## src/keypad_calc_consts.svh

```systemverilog
`ifndef KEYPAD_CALC_CONSTS_SVH
`define KEYPAD_CALC_CONSTS_SVH

// scanner
`define KC_DEBOUNCE     8       // stable scan cycles for press or release

// datapath widths
`define KC_DATA_W       16      // operand, result and apb data
`define KC_ADDR_W       4       // apb byte address

// operator codes as carried on key_op
`define KC_OP_NONE      3'd0
`define KC_OP_NEG       3'd1    // sign change, acts on entry only
`define KC_OP_ADD       3'd2
`define KC_OP_SUB       3'd3
`define KC_OP_MUL       3'd4

// apb register offsets
`define KC_ADDR_STATUS  4'd0    // bit 0 result_ready, bit 1 overrun
`define KC_ADDR_RESULT  4'd4
`define KC_ADDR_ENTRY   4'd8
`define KC_ADDR_COUNT   4'd12

`endif

```

## src/keypad_calc_pkg.sv

```systemverilog
`include "keypad_calc_consts.svh"

package keypad_calc_pkg;

    // keypad position, row * 4 + column
    typedef logic [3:0] key_idx_t;

    // single decimal digit 0..9
    typedef logic [3:0] digit_t;

    // operator code, see KC_OP_* defines
    typedef logic [2:0] op_t;

    // two's complement operand / result, wraps
    typedef logic [`KC_DATA_W-1:0] value_t;

    // apb side
    typedef logic [`KC_ADDR_W-1:0] apb_addr_t;
    typedef logic [`KC_DATA_W-1:0] apb_data_t;

    // scanner fsm
    typedef enum logic [1:0] {
        SCAN,       // walk columns
        DEBOUNCE,   // column frozen, count stable cycles
        HOLD,       // event up, waiting for ack
        RELEASE     // wait for all rows high
    } scan_state_e;

endpackage

```

## src/keypad_scanner.sv

```systemverilog
`timescale 1ns/1ns
`include "keypad_calc_consts.svh"

module keypad_scanner (
    input  logic                    clk,
    input  logic                    nRST,
    input  logic [3:0]              row_in,         // pulled up, low when pressed
    input  logic                    key_ack,        // one-cycle pulse from core
    output logic [3:0]              col_out,        // exactly one column low
    output logic                    key_valid,      // held until key_ack
    output keypad_calc_pkg::digit_t key_digit,
    output keypad_calc_pkg::op_t    key_op,
    output logic                    key_is_digit,
    output logic                    key_is_equal
);

    keypad_calc_pkg::scan_state_e state;
    logic [1:0]                   col;              // current column index
    logic [3:0]                   dbnc_cnt;         // stable cycle count
    logic                         row_low;          // some row pulled low
    logic [1:0]                   row_sel;          // lowest low row
    keypad_calc_pkg::key_idx_t    cur_idx;          // position seen now
    keypad_calc_pkg::key_idx_t    cand_idx;         // position under debounce
    logic                         same_key;
    logic                         dbnc_done;

    // decoded view of cand_idx
    keypad_calc_pkg::digit_t      dec_digit;
    keypad_calc_pkg::op_t         dec_op;
    logic                         dec_is_digit;
    logic                         dec_is_equal;
    logic                         dec_unused;

    always_comb begin
        col_out      = 4'b1111;
        col_out[col] = 1'b0;                        // active column driven low
    end

    // lowest row wins on multi-key
    always_comb begin
        row_low = ~&row_in;
        casez (row_in)
            4'b???0: row_sel = 2'd0;
            4'b??01: row_sel = 2'd1;
            4'b?011: row_sel = 2'd2;
            4'b0111: row_sel = 2'd3;
            default: row_sel = 2'd0;                // nothing pressed
        endcase
    end

    assign cur_idx   = {row_sel, col};              // row * 4 + col
    assign same_key  = row_low && (cur_idx == cand_idx);
    assign dbnc_done = (dbnc_cnt == 4'(`KC_DEBOUNCE - 1));

    // keypad map
    always_comb begin
        case (cand_idx)
            4'd0, 4'd1, 4'd2:  dec_digit = cand_idx + 4'd1;  // 1..3
            4'd4, 4'd5, 4'd6:  dec_digit = cand_idx;         // 4..6
            4'd8, 4'd9, 4'd10: dec_digit = cand_idx - 4'd1;  // 7..9
            default:           dec_digit = 4'd0;             // 13 is zero too
        endcase
        case (cand_idx)
            4'd3:    dec_op = `KC_OP_ADD;
            4'd7:    dec_op = `KC_OP_SUB;
            4'd11:   dec_op = `KC_OP_MUL;
            4'd15:   dec_op = `KC_OP_NEG;
            default: dec_op = `KC_OP_NONE;
        endcase
        dec_is_digit = ((cand_idx[1:0] != 2'd3) && (cand_idx < 4'd12)) || (cand_idx == 4'd13);
        dec_is_equal = (cand_idx == 4'd12);
        dec_unused   = (cand_idx == 4'd14);         // blank key, no event
    end

    always_ff @(posedge clk or negedge nRST) begin
        if (!nRST) begin
            state     <= keypad_calc_pkg::SCAN;
            col       <= 2'd0;
            dbnc_cnt  <= 4'd0;
            cand_idx  <= '0;
            key_valid <= 1'b0;
        end else begin
            case (state)
                keypad_calc_pkg::SCAN: begin
                    if (row_low) begin
                        cand_idx <= cur_idx;        // freeze column here
                        dbnc_cnt <= 4'd1;           // first stable cycle
                        state    <= keypad_calc_pkg::DEBOUNCE;
                    end else begin
                        col <= col + 2'd1;          // wraps 3 -> 0
                    end
                end
                keypad_calc_pkg::DEBOUNCE: begin
                    if (!same_key) begin
                        dbnc_cnt <= 4'd0;           // bounce, resume scan
                        state    <= keypad_calc_pkg::SCAN;
                    end else if (dbnc_done) begin
                        dbnc_cnt <= 4'd0;
                        if (dec_unused) begin
                            state <= keypad_calc_pkg::RELEASE;
                        end else begin
                            key_valid <= 1'b1;
                            state     <= keypad_calc_pkg::HOLD;
                        end
                    end else begin
                        dbnc_cnt <= dbnc_cnt + 4'd1;
                    end
                end
                keypad_calc_pkg::HOLD: begin
                    if (key_ack) begin
                        key_valid <= 1'b0;          // drops cycle after ack
                        state     <= keypad_calc_pkg::RELEASE;
                    end
                end
                keypad_calc_pkg::RELEASE: begin
                    if (row_low) begin
                        dbnc_cnt <= 4'd0;           // still held or bouncing
                    end else if (dbnc_done) begin
                        dbnc_cnt <= 4'd0;
                        state    <= keypad_calc_pkg::SCAN;
                    end else begin
                        dbnc_cnt <= dbnc_cnt + 4'd1;
                    end
                end
                default: state <= keypad_calc_pkg::SCAN;
            endcase
        end
    end

    // event fields, loaded once per accepted press
    always_ff @(posedge clk) begin
        if (state == keypad_calc_pkg::DEBOUNCE && same_key && dbnc_done) begin
            key_digit    <= dec_digit;
            key_op       <= dec_op;
            key_is_digit <= dec_is_digit;
            key_is_equal <= dec_is_equal;
        end
    end

endmodule

```

## src/calc_core.sv

```systemverilog
`timescale 1ns/1ns
`include "keypad_calc_consts.svh"

module calc_core (
    input  logic                    clk,
    input  logic                    nRST,
    input  logic                    key_valid,      // from scanner
    input  keypad_calc_pkg::digit_t key_digit,
    input  keypad_calc_pkg::op_t    key_op,
    input  logic                    key_is_digit,
    input  logic                    key_is_equal,
    output logic                    key_ack,        // one-cycle pulse
    output keypad_calc_pkg::value_t entry_value,    // live entry
    output logic                    res_valid,      // one-cycle pulse
    output keypad_calc_pkg::value_t res_value
);

    keypad_calc_pkg::value_t acc;                   // running left operand
    keypad_calc_pkg::op_t    pend;                  // operator waiting for entry
    keypad_calc_pkg::value_t eval;                  // pend applied to acc, entry
    keypad_calc_pkg::value_t entry_shift;           // entry * 10 + digit
    logic                    take_key;

    // all results truncate to 16 bits, so wrap comes for free
    function automatic keypad_calc_pkg::value_t apply_op(
        input keypad_calc_pkg::op_t   op,
        input keypad_calc_pkg::value_t a,
        input keypad_calc_pkg::value_t b
    );
        case (op)
            `KC_OP_ADD: return a + b;
            `KC_OP_SUB: return a - b;
            `KC_OP_MUL: return a * b;
            default:    return b;                   // nothing pending
        endcase
    endfunction

    assign eval        = apply_op(pend, acc, entry_value);
    assign entry_shift = keypad_calc_pkg::value_t'(entry_value * 16'd10)
                       + keypad_calc_pkg::value_t'(key_digit);
    assign take_key    = key_ack;                   // fields still stable here

    // ack the cycle after valid, never twice for one event
    always_ff @(posedge clk or negedge nRST) begin
        if (!nRST) begin
            key_ack <= 1'b0;
        end else begin
            key_ack <= key_valid && !key_ack;
        end
    end

    always_ff @(posedge clk or negedge nRST) begin
        if (!nRST) begin
            entry_value <= '0;
            acc         <= '0;
            pend        <= `KC_OP_NONE;
            res_valid   <= 1'b0;
        end else begin
            res_valid <= 1'b0;
            if (take_key) begin
                if (key_is_digit) begin
                    entry_value <= entry_shift;
                end else if (key_is_equal) begin
                    res_valid   <= 1'b1;        // result out next cycle
                    acc         <= '0;
                    pend        <= `KC_OP_NONE;
                    entry_value <= '0;
                end else if (key_op == `KC_OP_NEG) begin
                    entry_value <= -entry_value;    // sign change on entry
                end else if (key_op != `KC_OP_NONE) begin
                    acc         <= eval;            // fold pending op
                    pend        <= key_op;
                    entry_value <= '0;
                end
            end
        end
    end

    // result payload, qualified by res_valid
    always_ff @(posedge clk) begin
        if (take_key && key_is_equal) begin
            res_value <= eval;
        end
    end

endmodule

```

## src/calc_apb_regs.sv

```systemverilog
`timescale 1ns/1ns
`include "keypad_calc_consts.svh"

module calc_apb_regs (
    input  logic                       clk,
    input  logic                       nRST,
    input  logic                       psel,
    input  logic                       penable,
    input  logic                       pwrite,
    input  keypad_calc_pkg::apb_addr_t paddr,
    input  keypad_calc_pkg::apb_data_t pwdata,      // content ignored, status write clears
    input  keypad_calc_pkg::value_t    entry_value,
    input  logic                       res_valid,
    input  keypad_calc_pkg::value_t    res_value,
    output keypad_calc_pkg::apb_data_t prdata,
    output logic                       pready,
    output logic                       pslverr
);

    keypad_calc_pkg::value_t    result_q;           // last result
    keypad_calc_pkg::apb_data_t res_count;          // wraps at 16 bits
    logic                       result_ready;
    logic                       overrun;
    logic                       access;             // apb access phase
    logic                       rd_access;
    logic                       wr_access;
    logic                       rd_result;
    logic                       wr_status;
    logic                       addr_hit;

    assign pready    = 1'b1;                        // zero wait states
    assign access    = psel && penable;
    assign rd_access = access && !pwrite;
    assign wr_access = access && pwrite;
    assign rd_result = rd_access && (paddr == `KC_ADDR_RESULT);
    assign wr_status = wr_access && (paddr == `KC_ADDR_STATUS);

    always_comb begin
        addr_hit = 1'b1;
        case (paddr)
            `KC_ADDR_STATUS: prdata = keypad_calc_pkg::apb_data_t'({overrun, result_ready});
            `KC_ADDR_RESULT: prdata = result_q;
            `KC_ADDR_ENTRY:  prdata = entry_value;
            `KC_ADDR_COUNT:  prdata = res_count;
            default: begin
                prdata   = '0;                      // unmapped reads zero
                addr_hit = 1'b0;
            end
        endcase
    end

    // read-only map, status write is the one legal write
    assign pslverr = (rd_access && !addr_hit) || (wr_access && !wr_status);

    always_ff @(posedge clk or negedge nRST) begin
        if (!nRST) begin
            result_q     <= '0;
            res_count    <= '0;
            result_ready <= 1'b0;
            overrun      <= 1'b0;
        end else begin
            if (res_valid) begin
                result_q  <= res_value;
                res_count <= res_count + 16'd1;
            end
            // new result wins over a same-cycle read
            result_ready <= res_valid || (result_ready && !rd_result);
            // unread result overwritten, set beats clear
            overrun <= (res_valid && result_ready && !rd_result) || (overrun && !wr_status);
        end
    end

endmodule

```

## src/keypad_calc.sv

```systemverilog
`timescale 1ns/1ns

module keypad_calc (
    input  logic                       clk,
    input  logic                       nRST,
    input  logic [3:0]                 row_in,      // keypad rows, pulled up
    output logic [3:0]                 col_out,     // keypad columns
    input  logic                       psel,
    input  logic                       penable,
    input  logic                       pwrite,
    input  keypad_calc_pkg::apb_addr_t paddr,
    input  keypad_calc_pkg::apb_data_t pwdata,
    output keypad_calc_pkg::apb_data_t prdata,
    output logic                       pready,
    output logic                       pslverr
);

    // scanner -> core key event
    logic                    key_valid;
    logic                    key_ack;
    keypad_calc_pkg::digit_t key_digit;
    keypad_calc_pkg::op_t    key_op;
    logic                    key_is_digit;
    logic                    key_is_equal;

    // core -> registers
    keypad_calc_pkg::value_t entry_value;
    logic                    res_valid;
    keypad_calc_pkg::value_t res_value;

    keypad_scanner keypad_scanner_inst (
        .clk          (clk),
        .nRST         (nRST),
        .row_in       (row_in),
        .key_ack      (key_ack),
        .col_out      (col_out),
        .key_valid    (key_valid),
        .key_digit    (key_digit),
        .key_op       (key_op),
        .key_is_digit (key_is_digit),
        .key_is_equal (key_is_equal)
    );

    calc_core calc_core_inst (
        .clk          (clk),
        .nRST         (nRST),
        .key_valid    (key_valid),
        .key_digit    (key_digit),
        .key_op       (key_op),
        .key_is_digit (key_is_digit),
        .key_is_equal (key_is_equal),
        .key_ack      (key_ack),
        .entry_value  (entry_value),
        .res_valid    (res_valid),
        .res_value    (res_value)
    );

    calc_apb_regs calc_apb_regs_inst (
        .clk          (clk),
        .nRST         (nRST),
        .psel         (psel),
        .penable      (penable),
        .pwrite       (pwrite),
        .paddr        (paddr),
        .pwdata       (pwdata),
        .entry_value  (entry_value),
        .res_valid    (res_valid),
        .res_value    (res_value),
        .prdata       (prdata),
        .pready       (pready),
        .pslverr      (pslverr)
    );

endmodule

```

## config.mk

```make
export PLATFORM = sky130hd
export DESIGN_NAME = keypad_calc
export DESIGN_NICKNAME = d
export VERILOG_FILES = /design/src/keypad_calc_pkg.sv /design/src/keypad_scanner.sv /design/src/calc_core.sv /design/src/calc_apb_regs.sv /design/src/keypad_calc.sv
export VERILOG_INCLUDE_DIRS = /design/src
export SDC_FILE = /design/constraint.sdc
export NUM_CORES = 1
export LEC_CHECK = 0
export BUFFER_PORTS_ARGS = -buffer_cell sky130_fd_sc_hd__buf_2
export CORE_MARGIN = 3
export CORE_UTILIZATION = 40
export DETAILED_ROUTE_END_ITERATION = 7
export PLACE_DENSITY = 0.55
export SYNTH_ARGS = -nofsm -noshare
export SYNTH_HDL_FRONTEND = slang
export SYNTH_SLANG_ARGS = --single-unit
```

## constraint.sdc

```tcl
create_clock -name clk -period 7.7 [get_ports clk]
set_input_delay 0.385 -clock clk [delete_from_list [all_inputs] [get_ports clk]]
set_output_delay 0.385 -clock clk [all_outputs]
set_load 0.05 [all_outputs]
```

==> results.yml <==
run:
  max-cap-violations: 0
clocking:
  cts-htree-levels: 3
  clockRootBuffer: "clkbuf_16"
  clkTransAtPathRegs_ps: 80
  cts_setup_buffers: 0
  cts_tree: "done"
  postCtsResizedCells: 0
  cts_buffer_depth: 2
  clk-insertion-delay-late_ps: 360
  numCtsBuffers: 9
  clock_sinks: 109
  ctsHoldBuffers: 0
die:
  start_util: 0.413
  core-area_um2: 27400
  rows: 60
  dieArea_um2: 30300
  die_w_um: 174
  die_h_um: 174
  io_pins: 51
placed_design:
  routabilityCongestion: 0.885
  place_hpwl_um: 22800
  io_buffers: 33
  dp.cells: 1631
  dpl_cell_area_um2: 11900
logic_synthesis:
  avgSynthCellArea_um2: 8.95
  synth_flop_cell: "dfrtp_1"
  ys_ff_latch: 109
  synth_top_family_by_area: "adder cells"
  synthSimpleGateAreaFrac: 0.183
  synth_xor_area_frac: 0.0763
  synth_compound_area_frac: 0.133
  muxShareOfSynthArea: 0.0206
  synthAdderAreaFrac: 0.261
  synthArstFlopShare: 0.771
  synth_cells: 1264
  yosysSeqAreaShare: 0.252
  ys_warn_count: 0
  synthesis.nets: 1479
  netlist_area_um2: 11300
  synth_edf_count: 25
  synth.distinct_cells: 74
critical_path:
  startpoint_type: "flip-flop"
  crit_path_end_kind: "flip-flop"
  critical_path.most_common_cell: "fa_1"
  cp_slowest_cell: "dfrtp_1"
  critPathMaxFanout: 18
  crit_required_ps: 7940
  worst_path_largest_cell_delay_ps: 890
  crit_type: "flip-flop to flip-flop"
  crit_chain: "nand2_1, fa_1, fa_1, inv_1, fa_1, fa_1, inv_1, fa_1, fa_1, xnor2_1, xnor2_1, xnor2_1, xnor2_1, xnor3_1, xnor2_1, a2111o_1, a22o_1"
  arrival_ps: 6590
finish:
  regArea_um2: 2850
  nets: 1485
  fin_util: 0.446
  drive_gt1_frac: 0.0808
  final_common_cell: "inv_1"
  syn_to_final_growth_pct: 7.97
  final_cell_mix: "158 x inv_1, 135 x nand2_1, 103 x ha_1, 86 x nor2_1, 84 x dfrtp_1"
  multi_input_area_um2: 7640
  fin_cells: 1647
  antennaDiodeCount: 0
  fillers: 2688
  postLayoutCellArea_um2: 12200
sta:
  finalSetupViolations: 0
  report.final.slew_viol_count: 0
  maxSlewHeadroom: 0.216
  skew_ps: 8.21
  timing.hold.ws_ps: 15.8
  fmax_mhz: 157
  setup_tns_ps: 0
  hold_violations: 0
  fin_crit_sh: 0.825
  period_needed_ps: 6350
  rsz0062_at_grt: "false"
  tightest_slew_ps: 1170
grt:
  grt_pass1_wl_um: 49000
  grt_pass1_vias: 8769
  grtUsageTotal: 0.202
  grt_max_degree: 44
  grt-ovfl-total: 0
  antenna_found_initial: 0
routing:
  drc: 0
  drt_first_pass_iters: 5
  wire_per_inst_um: 18.1
  wirelength_um: 29800
  vias_per_cell: 5.41
  vias: 8907
  ant_nets: 0
  drt_iter0_drc: 614
hold_path:
  hold_path_class: "input pin to asynchronous set/reset pin"
power:
  power_density_nw_per_um2: 364
  ir_worst_vdd_mv: 0.172
  p_leak_uw: 0.00576
outcome:
  status: "completed"
==> synthesized netlist by cell type (7+ instances only) <==
library cell  count  share of area
fa_1             83           0.15
a211oi_1         10         0.0066
xor2_1           32          0.025
and2_1           61          0.034
o21a_1           12         0.0080
o22ai_1           7         0.0039
inv_1           158          0.052
nor2b_1          19          0.011
nor2_1           86          0.029
o21ai_0          52          0.023
a22o_1           18          0.014
ha_1            103           0.11
mux2_2           18          0.018
a21o_1            9         0.0060
dfrtp_1          84           0.19
nand2_1         135          0.045
clkbuf_1         48          0.016
xnor2_1          64          0.050
a21oi_1          37          0.016
nand2b_1         10         0.0055
and3_1           13         0.0072
nand4_1           8         0.0044
nor3_1           28          0.012
edfxtp_1         25          0.066
nand3_1          25          0.011
a221o_1          12          0.011
a222oi_1         14          0.012
==> where the power goes <==
group	switching (uW)	internal, uW	total (uW)
Sequential	409	800	1210
Clock	233	293	526
Combinational	1550	1150	2700
Total	2200	2240	4440
==> critical path, delay by kind of cell (launching register included) <==
kind	cells	cell delay (ps)
fa+ha+maj	6	3010
xor+xnor	6	1330
buf+inv	2	100
simple gates	1	190
compound gates	2	710
flops	1	890
==> metal layers <==
metal	vias to the layer above	global-route usage	routed length, um
met5	-	0	0
met1	4389	0.279	13800
met2	197	0.336	14000
li1	4278	-	-
met3	43	0.0275	1310
met4	0	0.0493	660
==> worst paths after layout <==
check,start,end,slack [ps],cells past startpoint
worst min register to register,calc_apb_regs_inst.res_count[15]$_DFFE_PN0P_,calc_apb_regs_inst.res_count[15]$_DFFE_PN0P_,480,1
worst max register to register,calc_core_inst.entry_value[6]$_DFFE_PN0P_,calc_core_inst.acc[15]$_DFFE_PN0P_,1350,17
min in group clk,row_in[0],keypad_scanner_inst.cand_idx[2]$_DFFE_PN0P_,320,3
max in group asynchronous,nRST,calc_core_inst.entry_value[2]$_DFFE_PN0P_,6650,2
worst min-delay path,nRST,calc_apb_regs_inst.result_q[14]$_DFFE_PN0P_,20,1
worst max-delay path,calc_core_inst.entry_value[6]$_DFFE_PN0P_,calc_core_inst.acc[15]$_DFFE_PN0P_,1350,17
==> final cells by class <==
class	instances	share of cell area
clock buffers	10	0.0188
inverters	158	0.0486
multi-input cells	938	0.626
well taps	372	0.0381
repair buffers	54	0.0266
clock inverters	6	0.00861
flip-flops and latches	109	0.234
==> metrics by stage <==
| step | power [uW] | worst slack [ps] |
|---|---|---|
| floorplan | 3130 | 1820 |
| global placement | 3890 | 1400 |
| detailed placement | 3930 | 1380 |
| CTS | 4470 | 1330 |
| global route | 4880 | 1100 |
| finish | 4440 | 1350 |
==> cell families (layout without fill, tap and decap cells) <==
kind of cell / count (synthesis) / in the layout
simple gates: 419 / 419
flops: 109 / 109
other cells: 1 / 1
xor+xnor: 97 / 97
buf+inv: 217 / 228
compound gates: 214 / 214
mux: 21 / 21
fa+ha+maj: 186 / 186
==> registers in the layout (all words and copies together), names as in the netlist, 4 cells and up, named ones only <==
signal,count
calc_apb_regs_inst.res_count,16
calc_apb_regs_inst.result_q,16
calc_core_inst.acc,16
calc_core_inst.entry_value,16
calc_core_inst.res_value,16
keypad_scanner_inst.cand_idx,4
keypad_scanner_inst.dbnc_cnt,4
keypad_scanner_inst.key_digit,4
(Power assumes the default switching activity.)
